File: config.mk
export PLATFORM = sky130hd
export DESIGN_NAME = bb_ctrl_top
export DESIGN_NICKNAME = d
export VERILOG_FILES = /design/src/bb_ctrl_pkg.sv /design/src/blink_timebase.sv /design/src/host_reg_port.sv /design/src/presence_monitor.sv /design/src/drive_power_ctrl.sv /design/src/led_pattern_ctrl.sv /design/src/bb_ctrl_top.sv
export SDC_FILE = /design/constraint.sdc
export NUM_CORES = 1
export LEC_CHECK = 0
export BUFFER_PORTS_ARGS = -buffer_cell sky130_fd_sc_hd__buf_2
export CAP_MARGIN = 20
export CORE_ASPECT_RATIO = 1.2
export CORE_MARGIN = 2
export CORE_UTILIZATION = 50
export DETAILED_ROUTE_END_ITERATION = 10
export GPL_ROUTABILITY_DRIVEN = 0
export PLACE_DENSITY = 0.79
export SLEW_MARGIN = 20
export SYNTH_ARGS = -nofsm -noshare
export SYNTH_HDL_FRONTEND = slang
export SYNTH_SLANG_ARGS = --single-unit
File: constraint.sdc
create_clock -name SYSCLK -period 1.81 [get_ports SYSCLK]
set_input_delay 0.181 -clock SYSCLK [delete_from_list [all_inputs] [get_ports SYSCLK]]
set_output_delay 0.181 -clock SYSCLK [all_outputs]
set_load 0.02 [all_outputs]
File: src/bb_ctrl_pkg.sv
//************************************************
// Baseboard controller shared definitions
// Register map pages, identification bytes and
// drive LED mode encoding
//************************************************

package bb_ctrl_pkg;

	// Address is page in the upper nibble, offset in the lower
	typedef logic [7:0] reg_addr_t;
	typedef logic [7:0] reg_data_t;
	typedef logic [3:0] page_t;

	// Register map pages
	localparam page_t PAGE_IDENT  = 4'd0;
	localparam page_t PAGE_PRSNT  = 4'd1;
	localparam page_t PAGE_PWR_EN = 4'd2;
	localparam page_t PAGE_PWR_OK = 4'd3;
	localparam page_t PAGE_LED    = 4'd4;
	localparam page_t PAGE_ALERT  = 4'd9;

	// Identification bytes, page 0 offsets 0 and 1
	localparam reg_data_t DEVICE_ID    = 8'h5A;
	localparam reg_data_t CPLD_VERSION = 8'h13;

	// Amber fault LED modes
	typedef enum logic [1:0] {
		LED_OFF  = 2'd0,
		LED_ON   = 2'd1,
		LED_SLOW = 2'd2,
		LED_FAST = 2'd3
	} led_mode_t;

	localparam int DRIVES_PER_BYTE = 8;
	localparam int MODES_PER_BYTE  = 4;

	// Largest drive count the byte pages can hold
	localparam int MAX_DRIVES = 32;

	// One byte of a drive bit vector, zero past the last byte
	function automatic reg_data_t drive_byte(input logic [MAX_DRIVES-1:0] bits,
		input logic [3:0] offset);
		reg_data_t result;
		result = '0;
		if (offset < (MAX_DRIVES / DRIVES_PER_BYTE))
			result = bits[offset * DRIVES_PER_BYTE +: DRIVES_PER_BYTE];
		return result;
	endfunction

endpackage

File: src/blink_timebase.sv
//************************************************
// Blink timebase
// Clock divider giving fast, slow and heartbeat phases
//************************************************

`timescale 1ns/1ps

module blink_timebase
#(
	parameter int TICK_CYCLES = 8
)
(
	input  logic SYSCLK,
	input  logic RESET_N,
	output logic fast_phase,
	output logic slow_phase,
	output logic heartbeat
);

	localparam int DIV_W = (TICK_CYCLES > 1) ? $clog2(TICK_CYCLES) : 1;

	logic [DIV_W-1:0] div_cnt;
	logic             tick;
	logic [3:0]       tick_cnt;

	assign tick = (div_cnt == DIV_W'(TICK_CYCLES - 1));

	always_ff @(posedge SYSCLK or negedge RESET_N)
	begin
		if (!RESET_N)
		begin
			div_cnt  <= '0;
			tick_cnt <= '0;
		end
		else if (tick)
		begin
			div_cnt  <= '0;
			tick_cnt <= tick_cnt + 4'd1;
		end
		else
		begin
			div_cnt <= div_cnt + DIV_W'(1);
		end
	end

	// Bit 0 flips every tick, bit 2 every 4, bit 3 every 8
	assign fast_phase = tick_cnt[0];
	assign slow_phase = tick_cnt[2];
	assign heartbeat  = tick_cnt[3];

endmodule

File: src/host_reg_port.sv
//************************************************
// Host register port
// Valid/ready request and response channels onto
// the paged register map, one request in flight
//************************************************

`timescale 1ns/1ps

module host_reg_port
	import bb_ctrl_pkg::*;
#(
	parameter int NUM_DRIVES = 12
)
(
	input  logic       SYSCLK,
	input  logic       RESET_N,
	input  logic       req_valid,
	output logic       req_ready,
	input  reg_addr_t  req_addr,
	input  logic       req_write,
	input  reg_data_t  req_wdata,
	output logic       rsp_valid,
	input  logic       rsp_ready,
	output reg_data_t  rsp_rdata,
	// Register block side
	output logic [3:0] offset,
	output reg_data_t  wdata,
	output logic       pwr_en_wr,
	output logic       led_wr,
	output logic       alert_access,
	input  reg_data_t  prsnt_rdata,
	input  reg_data_t  alert_rdata,
	input  reg_data_t  pwr_en_rdata,
	input  reg_data_t  pwr_ok_rdata,
	input  reg_data_t  led_rdata
);

	page_t     req_page;
	logic      accept;
	reg_data_t rd_mux;

	// A new request waits until the held response is taken
	assign req_ready = ~rsp_valid;
	assign accept    = req_valid & req_ready;

	assign req_page = req_addr[7:4];
	assign offset   = req_addr[3:0];
	assign wdata    = req_wdata;

	//************************************************
	// Strobes, valid only on the accepting clock
	//************************************************
	assign pwr_en_wr    = accept & req_write & (req_page == PAGE_PWR_EN);
	assign led_wr       = accept & req_write & (req_page == PAGE_LED);
	assign alert_access = accept & (req_page == PAGE_ALERT);

	// Read byte for the addressed page
	always_comb
	begin
		rd_mux = '0;
		case (req_page)
			PAGE_IDENT:
			begin
				if (offset == 4'd0)
					rd_mux = DEVICE_ID;
				else if (offset == 4'd1)
					rd_mux = CPLD_VERSION;
			end
			PAGE_PRSNT:  rd_mux = prsnt_rdata;
			PAGE_PWR_EN: rd_mux = pwr_en_rdata;
			PAGE_PWR_OK: rd_mux = pwr_ok_rdata;
			PAGE_LED:    rd_mux = led_rdata;
			// Sampled before the access clears the alert
			PAGE_ALERT:  rd_mux = alert_rdata;
			default:     rd_mux = '0;
		endcase
	end

	//************************************************
	// Response holding register
	//************************************************
	always_ff @(posedge SYSCLK or negedge RESET_N)
	begin
		if (!RESET_N)
		begin
			rsp_valid <= 1'b0;
		end
		else if (accept)
		begin
			rsp_valid <= 1'b1;
		end
		else if (rsp_ready)
		begin
			rsp_valid <= 1'b0;
		end
	end

	always_ff @(posedge SYSCLK)
	begin
		if (accept)
			rsp_rdata <= req_write ? '0 : rd_mux;
	end

	// Held response must survive back-pressure unchanged
	rsp_hold_a: assert property (@(posedge SYSCLK) disable iff (!RESET_N)
		rsp_valid && !rsp_ready |=> rsp_valid && $stable(rsp_rdata))
		else $error("response dropped or changed while rsp_ready low");

	// Drive count only bounds the map, blocks clip their own bytes
	initial
	begin
		if (NUM_DRIVES > MAX_DRIVES)
			$error("drive count exceeds register map");
	end

endmodule

File: src/presence_monitor.sv
//************************************************
// Drive presence monitor
// Synchronizes presence and latches a change alert
//************************************************

`timescale 1ns/1ps

module presence_monitor
	import bb_ctrl_pkg::*;
#(
	parameter int NUM_DRIVES = 12
)
(
	input  logic                  SYSCLK,
	input  logic                  RESET_N,
	input  logic [NUM_DRIVES-1:0] drv_prsnt,
	input  logic                  alert_access,
	input  logic [3:0]            offset,
	output logic [NUM_DRIVES-1:0] prsnt,
	output reg_data_t             prsnt_rdata,
	output reg_data_t             alert_rdata,
	output logic                  alert
);

	logic [NUM_DRIVES-1:0] prsnt_meta;
	logic [NUM_DRIVES-1:0] prsnt_d;

	// Synchronizer starts at all absent
	always_ff @(posedge SYSCLK or negedge RESET_N)
	begin
		if (!RESET_N)
		begin
			prsnt_meta <= '0;
			prsnt      <= '0;
			prsnt_d    <= '0;
			alert      <= 1'b0;
		end
		else
		begin
			prsnt_meta <= drv_prsnt;
			prsnt      <= prsnt_meta;
			prsnt_d    <= prsnt;
			// Host access beats a change in the same cycle
			if (alert_access)
				alert <= 1'b0;
			else if (prsnt != prsnt_d)
				alert <= 1'b1;
		end
	end

	assign prsnt_rdata = drive_byte(MAX_DRIVES'(prsnt), offset);
	assign alert_rdata = (offset == 4'd0) ? {7'b0, alert} : '0;

endmodule

File: src/drive_power_ctrl.sv
//************************************************
// Drive power control
// Byte-written enables gated by presence, with
// synchronized power-ok readback
//************************************************

`timescale 1ns/1ps

module drive_power_ctrl
	import bb_ctrl_pkg::*;
#(
	parameter int NUM_DRIVES = 12
)
(
	input  logic                  SYSCLK,
	input  logic                  RESET_N,
	input  logic [3:0]            offset,
	input  reg_data_t             wdata,
	input  logic                  pwr_en_wr,
	input  logic [NUM_DRIVES-1:0] prsnt,
	input  logic [NUM_DRIVES-1:0] drv_pwr_ok,
	output logic [NUM_DRIVES-1:0] drv_pwr_en_l,
	output reg_data_t             pwr_en_rdata,
	output reg_data_t             pwr_ok_rdata
);

	logic [NUM_DRIVES-1:0] pwr_en;
	logic [NUM_DRIVES-1:0] pwr_ok_meta;
	logic [NUM_DRIVES-1:0] pwr_ok;

	// Enable register, one byte per write
	always_ff @(posedge SYSCLK or negedge RESET_N)
	begin
		if (!RESET_N)
		begin
			pwr_en <= '0;
		end
		else if (pwr_en_wr)
		begin
			for (int i = 0; i < NUM_DRIVES; i++)
			begin
				if (i / DRIVES_PER_BYTE == offset)
					pwr_en[i] <= wdata[i % DRIVES_PER_BYTE];
			end
		end
	end

	// Power-ok comes from the drive bays, two stages
	always_ff @(posedge SYSCLK or negedge RESET_N)
	begin
		if (!RESET_N)
		begin
			pwr_ok_meta <= '0;
			pwr_ok      <= '0;
		end
		else
		begin
			pwr_ok_meta <= drv_pwr_ok;
			pwr_ok      <= pwr_ok_meta;
		end
	end

	// Empty bay never gets power
	assign drv_pwr_en_l = ~(pwr_en & prsnt);

	assign pwr_en_rdata = drive_byte(MAX_DRIVES'(pwr_en), offset);
	assign pwr_ok_rdata = drive_byte(MAX_DRIVES'(pwr_ok), offset);

endmodule

File: src/led_pattern_ctrl.sv
//************************************************
// Amber fault LED control
// Per-drive mode registers, outputs follow the
// selected blink phase
//************************************************

`timescale 1ns/1ps

module led_pattern_ctrl
	import bb_ctrl_pkg::*;
#(
	parameter int NUM_DRIVES = 12
)
(
	input  logic                  SYSCLK,
	input  logic                  RESET_N,
	input  logic [3:0]            offset,
	input  reg_data_t             wdata,
	input  logic                  led_wr,
	input  logic                  fast_phase,
	input  logic                  slow_phase,
	output logic [NUM_DRIVES-1:0] amber_led,
	output reg_data_t             led_rdata
);

	led_mode_t mode [NUM_DRIVES];

	// Four drive modes per byte, drive 0 in the low bits
	always_ff @(posedge SYSCLK or negedge RESET_N)
	begin
		if (!RESET_N)
		begin
			for (int i = 0; i < NUM_DRIVES; i++)
				mode[i] <= LED_OFF;
		end
		else if (led_wr)
		begin
			for (int i = 0; i < NUM_DRIVES; i++)
			begin
				if (i / MODES_PER_BYTE == offset)
					mode[i] <= led_mode_t'(wdata[2 * (i % MODES_PER_BYTE) +: 2]);
			end
		end
	end

	// Registered LED drive
	always_ff @(posedge SYSCLK or negedge RESET_N)
	begin
		if (!RESET_N)
		begin
			amber_led <= '0;
		end
		else
		begin
			for (int i = 0; i < NUM_DRIVES; i++)
			begin
				case (mode[i])
					LED_OFF:  amber_led[i] <= 1'b0;
					LED_ON:   amber_led[i] <= 1'b1;
					LED_SLOW: amber_led[i] <= slow_phase;
					LED_FAST: amber_led[i] <= fast_phase;
				endcase
			end
		end
	end

	always_comb
	begin
		led_rdata = '0;
		for (int i = 0; i < NUM_DRIVES; i++)
		begin
			if (i / MODES_PER_BYTE == offset)
				led_rdata[2 * (i % MODES_PER_BYTE) +: 2] = mode[i];
		end
	end

endmodule

File: src/bb_ctrl_top.sv
//************************************************
// Baseboard controller top level
// Host register port, drive presence and power,
// amber fault LEDs and heartbeat
//************************************************

`timescale 1ns/1ps

module bb_ctrl_top
	import bb_ctrl_pkg::*;
#(
	parameter int NUM_DRIVES  = 12,
	parameter int TICK_CYCLES = 8
)
(
	input  logic                  SYSCLK,
	input  logic                  RESET_N,
	// Host request channel
	input  logic                  req_valid,
	output logic                  req_ready,
	input  reg_addr_t             req_addr,
	input  logic                  req_write,
	input  reg_data_t             req_wdata,
	// Host response channel
	output logic                  rsp_valid,
	input  logic                  rsp_ready,
	output reg_data_t             rsp_rdata,
	// Drive bays
	input  logic [NUM_DRIVES-1:0] drv_prsnt,
	input  logic [NUM_DRIVES-1:0] drv_pwr_ok,
	output logic [NUM_DRIVES-1:0] drv_pwr_en_l,
	output logic [NUM_DRIVES-1:0] amber_led,
	// Board status
	output logic                  alert,
	output logic                  heartbeat
);

	logic [3:0]            offset;
	reg_data_t             wdata;
	logic                  pwr_en_wr;
	logic                  led_wr;
	logic                  alert_access;
	reg_data_t             prsnt_rdata;
	reg_data_t             alert_rdata;
	reg_data_t             pwr_en_rdata;
	reg_data_t             pwr_ok_rdata;
	reg_data_t             led_rdata;
	logic [NUM_DRIVES-1:0] prsnt;
	logic                  fast_phase;
	logic                  slow_phase;

	//************************************************
	// Input side
	//************************************************
	host_reg_port #(.NUM_DRIVES(NUM_DRIVES)) host_reg_port_inst (
		.SYSCLK       (SYSCLK),
		.RESET_N      (RESET_N),
		.req_valid    (req_valid),
		.req_ready    (req_ready),
		.req_addr     (req_addr),
		.req_write    (req_write),
		.req_wdata    (req_wdata),
		.rsp_valid    (rsp_valid),
		.rsp_ready    (rsp_ready),
		.rsp_rdata    (rsp_rdata),
		.offset       (offset),
		.wdata        (wdata),
		.pwr_en_wr    (pwr_en_wr),
		.led_wr       (led_wr),
		.alert_access (alert_access),
		.prsnt_rdata  (prsnt_rdata),
		.alert_rdata  (alert_rdata),
		.pwr_en_rdata (pwr_en_rdata),
		.pwr_ok_rdata (pwr_ok_rdata),
		.led_rdata    (led_rdata)
	);

	//************************************************
	// Presence and power
	//************************************************
	presence_monitor #(.NUM_DRIVES(NUM_DRIVES)) presence_monitor_inst (
		.SYSCLK       (SYSCLK),
		.RESET_N      (RESET_N),
		.drv_prsnt    (drv_prsnt),
		.alert_access (alert_access),
		.offset       (offset),
		.prsnt        (prsnt),
		.prsnt_rdata  (prsnt_rdata),
		.alert_rdata  (alert_rdata),
		.alert        (alert)
	);

	drive_power_ctrl #(.NUM_DRIVES(NUM_DRIVES)) drive_power_ctrl_inst (
		.SYSCLK       (SYSCLK),
		.RESET_N      (RESET_N),
		.offset       (offset),
		.wdata        (wdata),
		.pwr_en_wr    (pwr_en_wr),
		.prsnt        (prsnt),
		.drv_pwr_ok   (drv_pwr_ok),
		.drv_pwr_en_l (drv_pwr_en_l),
		.pwr_en_rdata (pwr_en_rdata),
		.pwr_ok_rdata (pwr_ok_rdata)
	);

	//************************************************
	// LED output side
	//************************************************
	led_pattern_ctrl #(.NUM_DRIVES(NUM_DRIVES)) led_pattern_ctrl_inst (
		.SYSCLK     (SYSCLK),
		.RESET_N    (RESET_N),
		.offset     (offset),
		.wdata      (wdata),
		.led_wr     (led_wr),
		.fast_phase (fast_phase),
		.slow_phase (slow_phase),
		.amber_led  (amber_led),
		.led_rdata  (led_rdata)
	);

	blink_timebase #(.TICK_CYCLES(TICK_CYCLES)) blink_timebase_inst (
		.SYSCLK     (SYSCLK),
		.RESET_N    (RESET_N),
		.fast_phase (fast_phase),
		.slow_phase (slow_phase),
		.heartbeat  (heartbeat)
	);

endmodule

==> reports/metrics.csv, run 1 <==
stage,metric,value,unit
run_status,status,"complete, no violations",
timing,part of the cycle the worst path needs,88.33,%
clocking,worst-skew pair later-pin latency,410,ps
critical_path,crit end category,flip-flop,
routing,initial DRC count,190,
floorplan,I/O pin count,81,
routing,WL per Instance,18.04,um
clocking,Sink Count,125,
power_and_ir_drop,Pleak,2.947,nW
critical_path,critical path class,flip-flop to flip-flop,
critical_path,Critical Path Max Stage Delay,400,ps
timing,TNS Setup,0,ps
placed_design,hpwl dp,7270,um
floorplan,std cell rows,39,
synth,yosys warns,0,
global_route,vias in the first global route,3321,
finish,Area Growth Syn to Fin,31.48,%
finish,Multi-input gate area,0.001582,mm^2
finish,# nets final,510,
synth,Post-Syn Area,0.004833,mm^2
clocking,CTS tree,yes,
finish,"final std cell area, no fill",0.006355,mm^2
synth,synthesized flop and latch total,125,
floorplan,die width,93.76,um
clocking,H-Tree Depth,4,
critical_path,Arrival @ worst endpoint,1880,ps
power_and_ir_drop,total power,7.070,mW
timing,Final Skew,4.110,ps
timing,crit path time final,1599,ps
floorplan,Placeable Area,0.009467,mm^2
power_and_ir_drop,pwr dens,1113,mW/mm^2
synth,synthesized net count,386,
critical_path,CP Launch Type,flip-flop,
routing,Via Count,3236,
global_route,largest net degree at the start of global routing,46,
timing,slew of the pin with the lowest slew margin,569.0,ps
floorplan,Initial Utilization,51.06,%
finish,Final Non-Filler Cells,598,
floorplan,chip height,111.7,um
global_route,GRT overflow,0,
placed_design,Buffers on Ports,80,
routing,Routed Antenna Nets,0,
synth,number of distinct library cells after synthesis,47,
power_and_ir_drop,Max VDD drop,0.5878,mV
critical_path,CP Max Fanout,8,
routing,mean number of vias per cell,5.411,
critical_path,CP required,2090,ps
routing,Post-Route WL,10790,um
clocking,clock buffer depth,2,
finish,fill cell count,666,
timing,Pins Over Slew Limit,0,
global_route,first-pass GRT wire length,17360,um
routing,DRC Markers,0,
synth,Synth Flop Type,dfrtp_1,
critical_path,cell family with most CP delay,simple AND/OR/NAND/NOR gates,
worst_hold_path,worst hold path type,input port to flip-flop,
critical_path,CP max-delay cell,dfrtp_1,
timing,# setup viols final,0,
flow_run,max-cap viol count,0,
placed_design,Post-DP Area,0.005445,mm^2
floorplan,Total Die Area,0.01047,mm^2
global_route,antenna violations before repair,0,
critical_path,"Critical Path, Cell by Cell",nor2b_2 > and3_1 > nand2_2 > mux2_1,
clocking,Worst-path clk slew,60,ps
timing,worst relative slew slack,62.07,%
clocking,TritonCTS buffer count,17,
finish,fraction of layout cells with a size suffix above 1,35.16,%
finish,FF/Latch Area,0.003168,mm^2
timing,final hold viol count,0,
finish,# diodes,0,
global_route,GRT Total Usage,22.25,%
synth,mean area per synthesized cell,14.30,um^2
synth,sequential area share after synthesis,65.54,%
clocking,clock root buffer,clkbuf_16,
placed_design,number of cells after detailed placement,540,
critical_path,WP buf/inv,0,
routing,drt first pass iters,4,
synth,post-synthesis cell count,338,
synth,Post-synth EDFFs,8,
timing,RSZ-0062 raised after global routing,false,
synth,ys async rst share,93.60,%
clocking,post_cts resized,0,
timing,FMAX,625.5,MHz
final timing paths:
kind | startpoint | endpoint | slack, ps | cells after the start
worst max register to register | host_reg_port_inst.rsp_valid | led_pattern_ctrl_inst.mode[18] | 210 | 4
min in group asynchronous | RESET_N | presence_monitor_inst.prsnt_meta[2] | 300 | 2
max in group asynchronous | RESET_N | led_pattern_ctrl_inst.amber_led[9] | 920 | 3
worst min register to register | drive_power_ctrl_inst.pwr_ok_meta[3] | drive_power_ctrl_inst.pwr_ok[3] | 350 | 0
worst max-delay path | host_reg_port_inst.rsp_valid | led_pattern_ctrl_inst.mode[18] | 210 | 4
worst min-delay path | req_wdata[4] | led_pattern_ctrl_inst.mode[10] | 80 | 2
per-stage QoR:
stage	hold slack [ps]	utilization (%)	setup WS (ps)
finish	79.36	67.13	211.3
global route	74.11	67.13	135.8
CTS	68.10	67.13	213.3
detailed placement	208.3	57.52	40.01
global placement	202.3	57.52	61.34
floorplan	-114.6	-	64.14
cell families (layout without fill, tap and decap cells):
kind of cell	count (synthesis)	in the layout	share of synthesized area, %
AND/OR/NAND/NOR	67	67	8.672
multiplexers	48	48	12.63
XOR/XNOR	15	15	2.718
adder cells (fa/ha/maj)	3	3	0.7767
buffers and inverters	18	155	1.786
flip-flops	125	125	65.54
AO/OA/AOI/OAI	62	62	7.870
registers in the layout, indices dropped and copies added, names as in the netlist:
register / count
blink_timebase_inst.div_cnt: 3
drive_power_ctrl_inst.pwr_ok_meta: 12
presence_monitor_inst.alert: 1
led_pattern_ctrl_inst.mode: 24
led_pattern_ctrl_inst.amber_led: 12
host_reg_port_inst.rsp_valid: 1
presence_monitor_inst.prsnt: 12
presence_monitor_inst.prsnt_meta: 12
drive_power_ctrl_inst.pwr_en: 12
presence_monitor_inst.prsnt_d: 12
drive_power_ctrl_inst.pwr_ok: 12
blink_timebase_inst.tick_cnt: 4
host_reg_port_inst.rsp_rdata: 8
routing by layer:
metal	track usage (%)	vias to the layer above	wire, um
met1	27.75	1619	4424
li1	-	1482	-
met2	37.62	114	5635
met4	7.826	0	177
met3	5.616	21	550
met5	0	-	0
placed cells by master, fill, tap and decap left out, drive strengths merged, types with 2 or more instances in the layout:
cell | Yosys | routed
a31oi | 14 | 14
clkinv | 1 | 6
nor3b | 2 | 2
nand3 | 3 | 3
and2 | 2 | 2
a21oi | 28 | 28
xor2 | 5 | 5
nor4b | 3 | 3
inv | 4 | 7
o221ai | 2 | 2
mux2 | 40 | 40
nand4 | 3 | 3
nand2b | 9 | 9
nand2 | 21 | 21
clkbuf | 4 | 20
and3 | 2 | 2
nor4 | 2 | 2
xnor2 | 10 | 10
o2bb2ai | 3 | 3
mux4 | 4 | 4
mux2i | 4 | 4
o211ai | 10 | 10
edfxtp | 8 | 8
buf | 9 | 92
dlygate4sd3 | 0 | 26
nor2b | 3 | 3
bufinv | 0 | 4
ha | 3 | 3
nor2 | 3 | 3
o21ai | 2 | 2
dfrtp | 117 | 117
nor3 | 10 | 10
power breakdown:
| group | total [mW] | internal (mW) | leakage (nW) | switching [mW] |
|---|---|---|---|---|
| Clock | 3.63 | 2.43 | 0.321 | 1.20 |
| Sequential | 3.00 | 2.93 | 1.55 | 0.0643 |
| Combinational | 0.440 | 0.195 | 1.08 | 0.245 |
| Total | 7.07 | 5.56 | 2.95 | 1.51 |
repair_timing:
item,4_1_cts,5_1_grt
setup buffers,0,0
endpoints found under the hold margin,66,0
hold buffers,26,0
synthesized netlist by cell type, types with 2 or more instances:
library cell  number  share of area, %
nor2_1             3              0.23
dfrtp_1          117                61
o211ai_1          10               1.6
clkbuf_1           4              0.31
nand4_1            3              0.39
ha_1               3              0.78
mux4_2             4               1.9
buf_4              2              0.31
o2bb2ai_1          3              0.54
a31oi_1           14               1.8
buf_1              2              0.16
nand2b_1           9               1.2
edfxtp_1           8               5.0
mux2_4             8               2.5
buf_2              5              0.52
nand3_1            3              0.31
mux2_1            10               2.3
nor2b_1            3              0.39
nor3_1            10               1.0
xor2_1             5              0.91
xnor2_1           10               1.8
and2_1             2              0.26
a21oi_1           28               2.9
and3_1             2              0.26
o21ai_0            2              0.21
nor4b_2            2              0.62
nand2_1           18               1.4
inv_1              4              0.31
o221ai_1           2              0.36
mux2_2            22               5.1
mux2i_1            4              0.83
layout make-up:
| cell class | count | share of cell area (%) |
|---|---|---|
| flip-flops and latches | 125 | 49.85 |
| multi-input cells | 195 | 24.89 |
| repair buffers | 118 | 12.25 |
| clock buffers | 20 | 7.364 |
| clock inverters | 12 | 2.855 |
| well taps | 123 | 2.422 |
| inverters | 5 | 0.3741 |
worst register-to-register path, stage by stage, from the launching register on:
cell     delay (ps)
dfrtp_1         400
nor2b_2         160
and3_1          320
nand2_2         220
mux2_1          380
Power figures use the tool's default switching activity.
==> run 2, diff against run 1 <==
- PLACE_DENSITY: 0.79 -> 0.75
- REMOVE_ABC_BUFFERS: not set -> 1
==> reports/metrics.csv, run 2 (same netlist as run 1, synthesis figures left out) <==
stage,metric,value,unit
timing,slew of the pin with the lowest slew margin,538.7,ps
global_route,first-pass GRT wire length,17020,um
finish,"final std cell area, no fill",0.006247,mm^2
timing,FMAX,569.8,MHz
clocking,H-Tree Depth,4,
power_and_ir_drop,Max VDD drop,0.6622,mV
power_and_ir_drop,Pleak,2.877,nW
run_status,status,"complete, no violations",
finish,# nets final,509,
finish,# diodes,0,
clocking,CTS tree,yes,
global_route,most used routing layer,met2,
timing,crit path time final,1755,ps
clocking,clock root buffer,clkbuf_16,
global_route,GRT Total Usage,22.19,%
finish,register with the most flip-flops,led_pattern_ctrl_inst.mode,
finish,max FFs per register,24,
timing,final hold viol count,0,
routing,Via Count,3189,
routing,WL per Instance,17.71,um
floorplan,Placeable Area,0.009467,mm^2
routing,initial DRC count,191,
power_and_ir_drop,Flop pwr share,45.9,%
critical_path,reg2reg start,host_reg_port_inst.rsp_valid,
power_and_ir_drop,clock network power share,47.3,%
critical_path,CP Max Fanout,8,
critical_path,crit end category,flip-flop,
timing,worst relative slew slack,64.09,%
floorplan,Total Die Area,0.01047,mm^2
floorplan,I/O pin count,81,
global_route,antenna violations before repair,0,
power_and_ir_drop,total power,6.512,mW
timing,Setup WS post-layout,54.92,ps
power_and_ir_drop,Comb pwr share,6.8,%
critical_path,worst reg2reg path endpoint,led_pattern_ctrl_inst.mode[18],
placed_design,Buffers on Ports,80,
floorplan,chip height,111.7,um
power_and_ir_drop,Sw Ratio,24.34,%
finish,Area Growth Syn to Fin,29.25,%
critical_path,"Critical Path, Cell by Cell",nor2b_1 > and3_1 > nand2_2 > mux2_1,
global_route,M2 GR Usage,36.24,%
critical_path,Critical Path End,led_pattern_ctrl_inst.mode[18],
clocking,worst-skew pair later-pin latency,420,ps
worst_hold_path,worst hold path type,input port to flip-flop,
global_route,GRT overflow,0,
finish,fraction of layout cells with a size suffix above 1,35.02,%
placed_design,number of cells after detailed placement,539,
critical_path,CP max-delay cell,dfrtp_1,
finish,Final Util,65.99,%
floorplan,die width,93.76,um
placed_design,hpwl dp,7079,um
timing,part of the cycle the worst path needs,96.97,%
critical_path,critical path class,flip-flop to flip-flop,
global_route,largest net degree at the start of global routing,44,
clocking,post_cts resized,0,
timing,Final Skew,4.658,ps
critical_path,cell family with most CP delay,simple AND/OR/NAND/NOR gates,
critical_path,CP Launch Type,flip-flop,
critical_path,Arrival @ worst endpoint,2050,ps
critical_path,Critical Path Stages,4,
global_route,vias in the first global route,3337,
clocking,Sink Count,125,
placed_design,"worst slack, placed",-16.54,ps
power_and_ir_drop,Int Power,4.927,mW
power_and_ir_drop,pwr dens,1042,mW/mm^2
critical_path,WP buf/inv,0,
power_and_ir_drop,Sw Pwr,1.585,mW
timing,TNS Setup,0,ps
routing,Routed Antenna Nets,0,
critical_path,Worst Setup SP,host_reg_port_inst.rsp_valid,
routing,mean number of vias per cell,5.342,
critical_path,CP required,2110,ps
flow_run,max-cap viol count,0,
global_route,met1 usage in global routing,27.31,%
critical_path,reg2reg path depth,4,
clocking,TritonCTS buffer count,17,
timing,Pins Over Slew Limit,0,
clocking,clock buffer depth,2,
critical_path,Reg2Reg Setup Slack,50,ps
finish,most frequent cells in the layout,"dfrtp_1, buf_2, a21oi_1",
routing,drt first pass iters,4,
global_route,M3 GR Usage,6.563,%
floorplan,std cell rows,39,
critical_path,Critical Path Max Stage Delay,390,ps
routing,Post-Route WL,10570,um
timing,WHS,63.56,ps
placed_design,Post-DP Area,0.005435,mm^2
finish,Final Non-Filler Cells,597,
finish,"most common cell after layout, fill and taps aside",dfrtp_1,
clocking,Worst-path clk slew,60,ps
floorplan,Initial Utilization,51.06,%
routing,DRC Markers,0,
timing,RSZ-0062 raised after global routing,false,
timing,# setup viols final,0,
-- run 2: cell types whose count changed in the layout (fill, tap and decap cells not counted), sizes merged --
cell	previous run	this run
buf	92	91
clkinv	6	5
clkinvlp	0	5
clkbuf	20	18
inv	7	9
bufinv	4	0
-- run 2: how the worst min path moves through the flow --
stage | slack [ps] | start | to | cells after the start
2_1_floorplan | -110 | RESET_N | blink_timebase_inst.div_cnt[0] | 0
3_3_place_gp | 170 | RESET_N | presence_monitor_inst.prsnt_meta[11] | 1
3_5_place_dp | 180 | RESET_N | presence_monitor_inst.prsnt_meta[0] | 1
4_1_cts | 60 | req_wdata[4] | led_pattern_ctrl_inst.mode[10] | 2
5_1_grt | 70 | req_wdata[6] | led_pattern_ctrl_inst.mode[8] | 2
6_report | 60 | req_wdata[4] | led_pattern_ctrl_inst.mode[10] | 2
-- run 2: final cells by class --
type	instances	area, um^2
fill	700	3219
clock buffer	18	439.2
tap	123	153.9
sequential	125	3168
clock inverter	14	112.6
inverter	5	23.77
multi-input combinational	195	1579
timing repair buffer	117	770.7
-- run 2: what timing repair did --
| action | 4_1_cts | 5_1_grt |
|---|---|---|
| hold endpoints to repair | 62 | 0 |
| hold buffers | 26 | 0 |
| buffers inserted | 0 | 0 |
-- run 2: power by group through the flow --
stage | logic, mW | registers, mW | clock network [mW]
floorplan | 0.134 | 3.05 | 0
global placement | 0.387 | 3.04 | 0
detailed placement | 0.395 | 3.04 | 0
CTS | 0.441 | 2.99 | 3.13
global route | 0.482 | 3.00 | 3.27
finish | 0.441 | 2.99 | 3.08
-- run 2: metal layers --
layer / share of wire [%] / vias up
li1: - / 1485
met1: 40 / 1556
met2: 51 / 123
met3: 5.8 / 25
met4: 2.9 / 0
met5: 0 / -
